==> src/hw/bp_pkg.sv <==
package bp_pkg;

    localparam int xlen = 32;                        // instruction and address width

    // major opcodes of the predicted control-flow instructions
    localparam logic [6:0] op_branch = 7'b1100011;   // beq, bne, blt, bge, bltu, bgeu
    localparam logic [6:0] op_jal    = 7'b1101111;   // jal, always taken

    // 2-bit saturating counter, msb set means predict taken
    // 00 strong not taken, 01 weak not taken, 10 weak taken, 11 strong taken
    localparam logic [1:0] ctr_wn = 2'b10;            // start value of a new conditional row

    // control register map
    localparam logic [1:0] reg_ctrl        = 2'd0;   // bit 0 enable, bit 1 flush
    localparam logic [1:0] reg_branches    = 2'd1;   // resolved branch count
    localparam logic [1:0] reg_mispredicts = 2'd2;   // mispredict count

    // one instruction word, read either as B-type or as J-type
    typedef union packed {
        struct packed {
            logic       imm12;                       // sign bit of the offset
            logic [5:0] imm10_5;
            logic [4:0] rs2;
            logic [4:0] rs1;
            logic [2:0] funct3;                      // compare kind
            logic [3:0] imm4_1;
            logic       imm11;
            logic [6:0] opcode;
        } b;
        struct packed {
            logic       imm20;                       // sign bit of the offset
            logic [9:0] imm10_1;
            logic       imm11;
            logic [7:0] imm19_12;
            logic [4:0] rd;                          // link register
            logic [6:0] opcode;
        } j;
    } instr_word_t;

endpackage

==> src/hw/bp_btb.sv <==
`timescale 1ns/1ps

module bp_btb #(
    parameter int BTB_ROWS = 16                          // power of two
) (
    input  logic                    clk,
    input  logic                    rst,
    input  logic [bp_pkg::xlen-1:0] pc_f,                // fetch pc
    input  logic                    bp_enable,           // level from control regs
    input  logic                    bp_flush,            // one-cycle pulse
    input  logic                    upd_valid,           // strobe from resolve
    input  logic [bp_pkg::xlen-1:0] upd_pc,
    input  logic [bp_pkg::xlen-1:0] upd_target,
    input  logic                    upd_taken,
    input  logic                    upd_uncond,          // jal
    input  logic                    upd_is_branch,       // conditional branch
    output logic                    predict_taken,
    output logic [bp_pkg::xlen-1:0] next_pc
);

    import bp_pkg::*;

    localparam int idx_w = $clog2(BTB_ROWS);             // row select width
    localparam int tag_w = xlen - idx_w - 2;             // pc bits above the index

    // row storage
    logic [BTB_ROWS-1:0] valid_q;
    logic [tag_w-1:0]    tag_q    [BTB_ROWS];
    logic [xlen-1:0]     target_q [BTB_ROWS];
    logic [1:0]          ctr_q    [BTB_ROWS];
    logic                uncond_q [BTB_ROWS];

    // fetch side
    logic [idx_w-1:0] idx_f;
    logic [tag_w-1:0] tag_f;
    logic             hit_f;

    // update side
    logic [idx_w-1:0] idx_u;
    logic [tag_w-1:0] tag_u;
    logic             hit_u;
    logic [1:0]       ctr_cur;
    logic [1:0]       ctr_next;

    // zero-latency lookup
    assign idx_f = pc_f[idx_w+1:2];                      // word offset skipped
    assign tag_f = pc_f[xlen-1:idx_w+2];
    assign hit_f = valid_q[idx_f] && (tag_q[idx_f] == tag_f);

    // uncond rows always predict taken and others follow the counter msb
    assign predict_taken = bp_enable && hit_f && (uncond_q[idx_f] || ctr_q[idx_f][1]);
    assign next_pc       = predict_taken ? target_q[idx_f] : pc_f + xlen'(4);

    // update indexes by the branch's own pc like the lookup
    assign idx_u = upd_pc[idx_w+1:2];
    assign tag_u = upd_pc[xlen-1:idx_w+2];
    assign hit_u = valid_q[idx_u] && (tag_q[idx_u] == tag_u);

    assign ctr_cur = ctr_q[idx_u];

    always_comb begin
        ctr_next = ctr_cur;                              // hold by default
        if (upd_taken) begin
            if (ctr_cur != 2'b11) begin
                ctr_next = ctr_cur + 2'b01;              // step toward strong taken
            end
        end else begin
            if (ctr_cur != 2'b00) begin
                ctr_next = ctr_cur - 2'b01;              // step toward strong not taken
            end
        end
    end

    // flush wins over a same-cycle update
    always_ff @(posedge clk or negedge rst) begin
        if (!rst) begin
            valid_q <= '0;
        end else if (bp_flush) begin
            valid_q <= '0;                               // drop every row
        end else if (upd_valid && !hit_u && upd_taken) begin
            valid_q[idx_u] <= 1'b1;                      // allocate on taken miss
        end
    end

    // row payload
    always_ff @(posedge clk) begin
        if (upd_valid && !bp_flush) begin
            if (hit_u) begin
                if (upd_taken) begin
                    target_q[idx_u] <= upd_target;       // refresh on taken
                end
                if (upd_is_branch) begin
                    ctr_q[idx_u] <= ctr_next;            // jal rows keep their counter
                end
            end else if (upd_taken) begin
                tag_q[idx_u]    <= tag_u;                // new row replaces any old owner
                target_q[idx_u] <= upd_target;
                ctr_q[idx_u]    <= ctr_wn;
                uncond_q[idx_u] <= upd_uncond;
            end
        end
    end

    // resolve strobe must be clean at every edge
    a_upd_known : assert property (@(posedge clk) disable iff (!rst)
        !$isunknown(upd_valid))
        else $error("upd_valid unknown");

    // control regs give a single-cycle flush
    a_flush_pulse : assert property (@(posedge clk) disable iff (!rst)
        bp_flush |=> !bp_flush)
        else $error("bp_flush held for two cycles");

endmodule

==> src/hw/bp_ctrl_regs.sv <==
`timescale 1ns/1ps

module bp_ctrl_regs (
    input  logic                    clk,
    input  logic                    rst,
    input  logic                    cfg_wr,              // write strobe
    input  logic [1:0]              cfg_addr,
    input  logic [bp_pkg::xlen-1:0] cfg_wdata,
    input  logic                    stat_branch,         // one resolved b-type or jal
    input  logic                    stat_mispredict,
    output logic [bp_pkg::xlen-1:0] cfg_rdata,
    output logic                    bp_enable,
    output logic                    bp_flush
);

    import bp_pkg::*;

    logic [xlen-1:0] cnt_br;                             // resolved branches
    logic [xlen-1:0] cnt_mp;                             // mispredicts
    logic            wr_ctrl;
    logic            wr_br;
    logic            wr_mp;

    assign wr_ctrl = cfg_wr && (cfg_addr == reg_ctrl);
    assign wr_br   = cfg_wr && (cfg_addr == reg_branches);
    assign wr_mp   = cfg_wr && (cfg_addr == reg_mispredicts);

    always_ff @(posedge clk or negedge rst) begin
        if (!rst) begin
            bp_enable <= 1'b1;                           // predictor on out of reset
            bp_flush  <= 1'b0;
            cnt_br    <= '0;
            cnt_mp    <= '0;
        end else begin
            bp_flush <= wr_ctrl && cfg_wdata[1];         // self-clears next cycle
            if (wr_ctrl) begin
                bp_enable <= cfg_wdata[0];
            end
            if (wr_br) begin
                cnt_br <= '0;                            // any write clears
            end else if (stat_branch && (cnt_br != '1)) begin
                cnt_br <= cnt_br + 1'b1;                 // saturate at all ones
            end
            if (wr_mp) begin
                cnt_mp <= '0;
            end else if (stat_mispredict && (cnt_mp != '1)) begin
                cnt_mp <= cnt_mp + 1'b1;
            end
        end
    end

    // flush bit reads back as zero
    always_comb begin
        case (cfg_addr)
            reg_ctrl:        cfg_rdata = {{(xlen-1){1'b0}}, bp_enable};
            reg_branches:    cfg_rdata = cnt_br;
            reg_mispredicts: cfg_rdata = cnt_mp;
            default:         cfg_rdata = '0;             // unmapped
        endcase
    end

    a_addr_known : assert property (@(posedge clk) disable iff (!rst)
        cfg_wr |-> !$isunknown(cfg_addr))
        else $error("cfg_addr unknown during write");

endmodule

==> src/hw/bp_resolve.sv <==
`timescale 1ns/1ps

module bp_resolve (
    input  logic                    ex_valid,            // retiring instr strobe
    input  logic [bp_pkg::xlen-1:0] pc_ex,
    input  logic [bp_pkg::xlen-1:0] instr_ex,
    input  logic                    cond_taken,          // execute compare result
    input  logic                    pred_taken_ex,       // prediction carried down the pipe
    input  logic [bp_pkg::xlen-1:0] pred_target_ex,
    output logic                    mispredict,
    output logic [bp_pkg::xlen-1:0] redirect_pc,
    output logic                    upd_valid,
    output logic [bp_pkg::xlen-1:0] upd_pc,
    output logic [bp_pkg::xlen-1:0] upd_target,
    output logic                    upd_taken,
    output logic                    upd_uncond,
    output logic                    upd_is_branch,
    output logic                    stat_branch,
    output logic                    stat_mispredict
);

    import bp_pkg::*;

    instr_word_t     iw;
    logic            is_br;
    logic            is_jal;
    logic [xlen-1:0] imm_b;
    logic [xlen-1:0] imm_j;
    logic [xlen-1:0] act_target;
    logic            act_taken;
    logic [xlen-1:0] seq_pc;

    assign iw = instr_ex;

    // funct3 010 and 011 are not valid branch compares
    assign is_br  = (iw.b.opcode == op_branch) && (iw.b.funct3[2:1] != 2'b01);
    assign is_jal = (iw.j.opcode == op_jal);

    // offsets are in halfwords so bit 0 is always zero
    assign imm_b = {{19{iw.b.imm12}}, iw.b.imm12, iw.b.imm11, iw.b.imm10_5,
                    iw.b.imm4_1, 1'b0};
    assign imm_j = {{11{iw.j.imm20}}, iw.j.imm20, iw.j.imm19_12, iw.j.imm11,
                    iw.j.imm10_1, 1'b0};

    assign seq_pc = pc_ex + xlen'(4);

    always_comb begin
        act_target = pc_ex + (is_jal ? imm_j : imm_b);
        act_taken  = is_jal || (is_br && cond_taken);    // anything else falls through

        // wrong direction or taken both ways to different places
        mispredict = ex_valid && ((act_taken != pred_taken_ex) ||
                     (act_taken && (pred_target_ex != act_target)));
        redirect_pc = act_taken ? act_target : seq_pc;

        // only b-type and jal train the buffer
        upd_valid     = ex_valid && (is_br || is_jal);
        upd_pc        = pc_ex;
        upd_target    = act_target;
        upd_taken     = act_taken;
        upd_uncond    = is_jal;
        upd_is_branch = is_br;

        stat_branch     = upd_valid;
        stat_mispredict = mispredict;
    end

endmodule

==> src/hw/bp_top.sv <==
`timescale 1ns/1ps

module bp_top #(
    parameter int BTB_ROWS = 16                          // buffer depth
) (
    input  logic                    clk,
    input  logic                    rst,
    // fetch
    input  logic [bp_pkg::xlen-1:0] pc_f,
    output logic                    predict_taken,
    output logic [bp_pkg::xlen-1:0] next_pc,
    // execute
    input  logic                    ex_valid,
    input  logic [bp_pkg::xlen-1:0] pc_ex,
    input  logic [bp_pkg::xlen-1:0] instr_ex,
    input  logic                    cond_taken,
    input  logic                    pred_taken_ex,
    input  logic [bp_pkg::xlen-1:0] pred_target_ex,
    output logic                    mispredict,
    output logic [bp_pkg::xlen-1:0] redirect_pc,
    // config
    input  logic                    cfg_wr,
    input  logic [1:0]              cfg_addr,
    input  logic [bp_pkg::xlen-1:0] cfg_wdata,
    output logic [bp_pkg::xlen-1:0] cfg_rdata
);

    import bp_pkg::*;

    logic            bp_enable;
    logic            bp_flush;
    logic            upd_valid;
    logic [xlen-1:0] upd_pc;
    logic [xlen-1:0] upd_target;
    logic            upd_taken;
    logic            upd_uncond;
    logic            upd_is_branch;
    logic            stat_branch;
    logic            stat_mispredict;

    bp_btb #(.BTB_ROWS(BTB_ROWS)) u_btb (.*);            // lookup and training

    bp_resolve u_resolve (.*);                           // execute-side outcome

    bp_ctrl_regs u_regs (.*);                            // enable, flush, counters

endmodule

==> config.mk <==
export PLATFORM = sky130hd
export DESIGN_NAME = bp_top
export DESIGN_NICKNAME = d
export VERILOG_FILES = /design/src/hw/bp_pkg.sv /design/src/hw/bp_btb.sv /design/src/hw/bp_ctrl_regs.sv /design/src/hw/bp_resolve.sv /design/src/hw/bp_top.sv
export SDC_FILE = /design/constraint.sdc
export NUM_CORES = 2
export LEC_CHECK = 0
export BUFFER_PORTS_ARGS = -buffer_cell sky130_fd_sc_hd__buf_2
export CORE_AREA = 4 4 218 379
export CTS_BUF_LIST = sky130_fd_sc_hd__clkbuf_16
export DETAILED_ROUTE_END_ITERATION = 8
export DIE_AREA = 0 0 222 383
export PLACE_DENSITY = 0.77
export SLEW_MARGIN = 10
export SYNTH_ARGS = -nofsm -noshare
export SYNTH_HDL_FRONTEND = slang
export SYNTH_SLANG_ARGS = --single-unit
==> constraint.sdc <==
create_clock -name clk -period 14.7 [get_ports clk]
set_input_delay 0.735 -clock clk [delete_from_list [all_inputs] [get_ports clk]]
set_output_delay 0.735 -clock clk [all_outputs]
set_load 0.05 [all_outputs]
* Word level (Yosys, flattened, before mapping)
Memory sizes are Yosys's and may differ from the RTL's.
Cells that the tools add are included.
Widths: inputs -> output; s select.
** Operators by class
- $add $sub $neg :: 7
- Multipliers :: 0
- Div/mod/pow operators :: 0
- Order comparisons :: 3
- Equality and inequality tests :: 12
- Shift operators :: 0
- Multiplexer cells :: 32
- Bitwise operators :: 3
- Reduce and logical (&&, ||, !) cells :: 30
** Operator list (number)
- $mux 32 :: 7
- $pmux 32 s3 :: 1
- $add 32x1->32 const B :: 2
- $add 32x3->32 const B :: 2
- $ne 32x32->1 const B :: 2
- $eq 26x26->1 :: 2
- $add 32x32->32 :: 1
- $mux 16 :: 2
- $ne 32x32->1 :: 1
- $mux 20 :: 1
- $logic_and 1x1->1 :: 19
- $or 16x16->16 :: 1
- $eq 7x7->1 const B :: 2
- $mux 1 :: 14
- $lt 4x5->1 const B :: 2
- $bmux 1 s4 :: 2
- $mux 2 :: 4
- $reduce_bool 2->1 :: 4
- $demux 1 s4 :: 1
- $ge 4x1->1 const B :: 1
- $logic_or 1x1->1 :: 4
- $add 2x1->2 const B :: 1
- $eq 2x1->1 const B :: 1
- $eq 2x2->1 const B :: 1
- other kinds (7) :: 9
** Storage, ports and cells
- Register bits after elaboration :: 82
- Latch bits :: 0
- Bits in writable memories :: 976
- Memory bits (read-only) :: 0
- Output and inout bits :: 98
- Memories kept :: 4
** Memories
- u_btb.target_q :: depth 16, width 32, read ports 1, clocked after Yosys merged registers in 0, write ports 1, RTL line bp_btb.sv:29 : logic [xlen-1:0] target_q [BTB_ROWS];
- u_btb.tag_q :: depth 16, width 26, read ports 2, clocked after Yosys merged registers in 0, write ports 1, RTL line bp_btb.sv:28 : logic [tag_w-1:0] tag_q [BTB_ROWS];
- u_btb.ctr_q :: depth 16, width 2, read ports 2, clocked after Yosys merged registers in 0, write ports 1, RTL line bp_btb.sv:30 : logic [1:0] ctr_q [BTB_ROWS];
- u_btb.uncond_q :: depth 16, width 1, read ports 1, clocked after Yosys merged registers in 0, write ports 1, RTL line bp_btb.sv:31 : logic uncond_q [BTB_ROWS];

* Longest topological paths before layout
- Word-level depth :: 10
- Gate-level depth with buffers :: 22

* Cells and area by module
A second synthesis with hierarchy kept.
** Unflattened totals
- Cell total of the unflattened synthesis :: 3268
- Area, all modules :: 51907.3 µm²
** By module, submodules not included
- bp_btb :: instances 1, cells an instance 2265, area each 44118.6 µm², seq. area each 29708.5 µm²
- bp_ctrl_regs :: instances 1, cells an instance 431, area each 3903.7 µm², seq. area each 1652.8 µm²
- bp_resolve :: instances 1, cells an instance 572, area each 3885.0 µm², seq. area each 0.0 µm²

* Least setup slack after synthesis
Ideal clock, no wire load.
- Kind :: in2out
- Start point :: input port instr_ex[4] in the netlist's numbering
- End point :: output port mispredict
- Data arrival time :: 5381 ps
- Data required time :: 13965 ps
- Path slack :: 8584 ps
- Cell stages on the path :: 18
- Buffers on the path :: 3
- Path through :: and4b_1 nand2_1 nor2_1 clkbuf_1 mux2_2 ha_1 nor2_1 a211o_1 and3_1 a221oi_1 xor2_1 a31oi_1 and4_1 o2111ai_4 o21bai_4 buf_6 buf_6 inv_2
** On the way
- Cells in the longest elaborated chain, start to end :: 7
- Elaborated cells between the ends (all ways) :: 12
- Those cells by class :: 1 x add/sub; 4 x eq/ne; 1 x mux; 6 x reduce/logical
** RTL lines
- from (decl) :: RTL line bp_top.sv:15 : input logic [bp_pkg::xlen-1:0] instr_ex,
- $eq 7x7->1 :: RTL line bp_resolve.sv:37 : assign is_jal = (iw.j.opcode == op_jal);
- net u_btb.upd_uncond :: RTL line bp_btb.sv:15 : input logic upd_uncond,
- $mux 20 :: RTL line bp_resolve.sv:48 : act_target = pc_ex + (is_jal ? imm_j : imm_b);
- $add 32x32->32 :: RTL line bp_resolve.sv:48
- net u_btb.upd_target (one bit) :: RTL line bp_btb.sv:13 : input logic [bp_pkg::xlen-1:0] upd_target,
- $ne 32x32->1 :: RTL line bp_resolve.sv:53 : (act_taken && (pred_target_ex != act_target)));
- $logic_and 1x1->1 :: RTL line bp_resolve.sv:53
- $logic_or 1x1->1 :: RTL line bp_resolve.sv:52 : mispredict = ex_valid && ((act_taken != pred_taken_ex) ||
- $logic_and 1x1->1 :: RTL line bp_resolve.sv:52
- to (decl) :: RTL line bp_top.sv:19 : output logic mispredict,
The timed path passes the listed nets, and every way through them passes these cells.

* Worst setup path in the final report
- Start point :: input port instr_ex[4] in the netlist's numbering
- End point :: output port mispredict
** On the way
- Cells in the longest elaborated chain, start to end :: 7
- Elaborated cells between the ends (all ways) :: 12
- Those cells by class :: 1 x add/sub; 4 x eq/ne; 1 x mux; 6 x reduce/logical
** RTL lines (RTL line)
- $eq 7x7->1 :: bp_resolve.sv:37
- $mux 20 :: bp_resolve.sv:48
- $add 32x32->32 :: bp_resolve.sv:48
- net u_btb.upd_target (one bit) :: bp_btb.sv:13
- $ne 32x32->1 :: bp_resolve.sv:53
- $logic_and 1x1->1 :: bp_resolve.sv:53
- $logic_or 1x1->1 :: bp_resolve.sv:52
- $logic_and 1x1->1 :: bp_resolve.sv:52
The timed path passes the listed nets, and every way through them passes these cells.

==> metrics.txt <==
status completed; CP cell instances buf_2 > and4b_1 > nand2_1 > nor2_2 > buf_4 > nor2b_1 > a21o_1 > ha_1 > and4_1 > nand3_1 > a21oi_1 > nor4_1 > a211oi_2 > xor2_1 > nor4_4 > o2111ai_4 > o21bai_4 > inv_2 > buf_2; DRC 0; setup TNS 0 ns; Post-CTS Hold Fix Bufs 1; clock share of power 38.3%; Final setup viols 0; Chip Height 383 um; vias in the first global route 30900; synthesized netlist cell count 2866; max-cap viol count 0; Max Fanout on Critical Path 40; Critical Path End Type primary output; Layout area overhead 11.7%; CTS tree done; mux cell area share after synthesis 20.1%; CTS Buffer Depth 3; Worst setup SP type input pin; H-tree depth 3; global-route wire length before repair 210 mm; DRT Wirelength 145 mm; reg2reg start u_btb.tag_q[12][23]; clock sinks 1058; CTS buffer count 91; area share of fa/ha/maj cells after synthesis 1.07%; HPWL Detailed 93.0 mm; Detail Route Antenna Nets 0; XOR/XNOR share of the synthesized area 3.73%; met2 global-route usage 57.6%; pin count of the biggest net entering global routing 138; endpoints failing hold 0; GR Layer Usage met1 42.7%; Seq/Total Area, Yosys 63.1%; Setup Buffers After CTS 0; Avg Cell Area, Syn 17.3 sq um; total track usage 34.3%; crit-path most repeated cell buf_2; vias per inst 7.14; CP max stage delay 0.91 ns; synthesis warning total 0; Crit path required time 13.97 ns; Nets 3302; Seq pwr share 50.8%; Int Power 5.06 mW; slowest CP cell a211oi_2; Iter 0 DRT Violations 4367; Synthesized Nets 3076; CTS resizes 0; CORE AREA 79500 sq um; global routing's busiest layer met2; met3 Resource Use GR 6.44%; initial antenna violation count 18; row count 137; I/O pin count 266; Initial Util 62.5%; post-synthesis register bit count 1058; ranking of synthesized cells by area edfxtp_1, mux4_2, dfrtp_1, xnor2_1, xor2_1; fin crit share 52.2%; fmax 0.130 GHz; fin. max-slew vios 0; synthesized area 49700 sq um; Clock transition at path regs 0.07 ns; WL/cell 34.3 um; Compound-Gate Fraction of Synth Area 4.62%; Hold Crit Start cfg_wdata[0]; Slew @ Worst Pin 1.30 ns; post-synth cell types 81; Worst-Skew Late Latency 0.70 ns; Async SR Flop Fraction 7.75%; Logic pwr share 10.9%; largest area contributor in the netlist edfxtp_1; port bufs 235; root buf cell clkbuf_16; Post-DP Area 52200 sq um; predominant post-synthesis flop cell edfxtp_1; RSZ-0062 raised after global routing false; Worst Skew 0.0308 ns; Slew HR 13.4%; remaining global-route overflow 0; drt pass-1 iters 6; largest family of logic cells by synthesized area multiplexers; Tightest Hold Check Type input pin to flop; design area 55500 sq um; via count 30100; Peak VDD IR 0.116 mV; Setup CP Type input pin to primary output; crit path from instr_ex[4]; Pwr Density 120 nW/um^2; simple-gate share of the synthesized area 5.78%; global placement routability congestion 0.993; Synth top area share 59.0%; EDFF count, synth 976; switch share 23.9%; fraction of layout cells with a size suffix above 1 30.3%; Die Wd 222 um; static leakage 18.5 nW; crit path DAT 6.94 ns; die area 85000 sq um; net switching power figure 1.59 mW; minimum clock period 7.67 ns
stage by stage:
stage	power (mW)	hold WS (ns)	std cells	util, %	setup WS, ns
final	6.64	0.363	4223	69.8	7.03
after global routing	6.83	0.346	4211	69.8	6.62
after CTS	6.65	0.296	4209	69.7	7.18
after detailed placement	4.14	0.490	4039	65.7	7.26
after global placement	4.12	0.478	4039	65.7	7.49
after floorplan	3.89	0.439	2866	-	8.58
layer usage:
| metal | routed length (um) | vias to the layer above |
|---|---|---|
| met5 | 112 | - |
| met4 | 9090 | 20 |
| met2 | 73700 | 2014 |
| met1 | 47700 | 15500 |
| met3 | 14500 | 411 |
| li1 | - | 12200 |
sequential cells by signal (all words and copies together) (netlist names):
name	count
u_regs.cnt_mp	32
u_btb.ctr_q	32
u_btb.target_q	512
u_regs.bp_flush	1
u_btb.valid_q	16
u_regs.bp_enable	1
u_btb.tag_q	416
u_btb.uncond_q	16
u_regs.cnt_br	32
cells by family (layout without fill, tap and decap cells):
logic type,after synthesis,in the layout
AO/OA/AOI/OAI,345,345
XOR/XNOR,202,202
adder cells (fa/ha/maj),42,42
buffers and inverters,193,495
flip-flops,1058,1058
multiplexers,453,453
other,0,13
AND/OR/NAND/NOR,573,573
worst paths after layout:
kind / to / slack (ns) / depth (start not counted)
worst min-delay path: u_regs.bp_enable / 0.36 / 2
worst min register to register: u_btb.valid_q[3] / 0.51 / 1
min in group asynchronous: u_regs.cnt_br[5] / 0.49 / 2
worst max register to register: u_btb.tag_q[5][23] / 10.04 / 7
max in group asynchronous: u_btb.valid_q[3] / 13.03 / 3
worst max-delay path: mispredict / 7.03 / 19
worst max-delay path, delay by kind of cell:
| family | cells | cell delay [ns] |
|---|---|---|
| buffers and inverters | 4 | 0.82 |
| adders and majority gates | 1 | 0.51 |
| xor gates and xnor gates | 1 | 0.28 |
| AOI/OAI and AO/OA | 5 | 2.66 |
| and+or+nand+nor | 8 | 1.87 |
cells in the final DEF, fill, tap and decap left out, types with 17 or more instances in the layout:
master	count
nand2_1	141
mux4_2	437
nand4_1	46
nor2_1	137
o21ai_0	75
inv_1	39
a21o_1	30
and3_1	22
buf_4	65
edfxtp_1	976
xor2_1	67
dfrtp_1	81
or4_1	17
nand3_1	56
clkbuf_16	94
a21oi_1	93
xnor2_1	117
a22o_1	32
and2_1	25
buf_2	228
or3_1	22
o211ai_1	21
ha_1	41
power by group through the flow:
stage                     registers (mW)  clock network, mW  logic, mW
after detailed placement            3.44                  0      0.703
after CTS                           3.37               2.57      0.708
after global placement              3.44                  0      0.684
after global routing                3.37               2.69      0.762
final                               3.37               2.54      0.725
after floorplan                     3.44                  0      0.450
cell type report:
cell class | instances | area [sq um]
Sequential cell | 1058 | 31400
Fill cell | 4974 | 24000
Multi-Input combinational cell | 1615 | 17900
Clock buffer | 94 | 2350
Timing Repair Buffer | 300 | 1730
Tap cell | 1042 | 1300
Clock inverter | 75 | 808
Inverter | 26 | 97.6
Antenna cell | 13 | 32.5
synthesized netlist by cell type (15+ instances only):
master / count
a21o_1: 30
a21oi_1: 94
a22o_1: 32
and2_1: 25
and3_1: 37
buf_1: 41
buf_2: 25
clkbuf_1: 96
dfrtp_1: 81
edfxtp_1: 976
ha_1: 41
inv_1: 25
mux4_2: 437
nand2_1: 141
nand3_1: 57
nand4_1: 46
nor2_1: 154
nor2b_1: 15
nor3_1: 15
o211ai_1: 21
o21ai_0: 75
or3_1: 22
or4_1: 17
xnor2_1: 125
xor2_1: 71
Power figures use the tool's default switching activity.
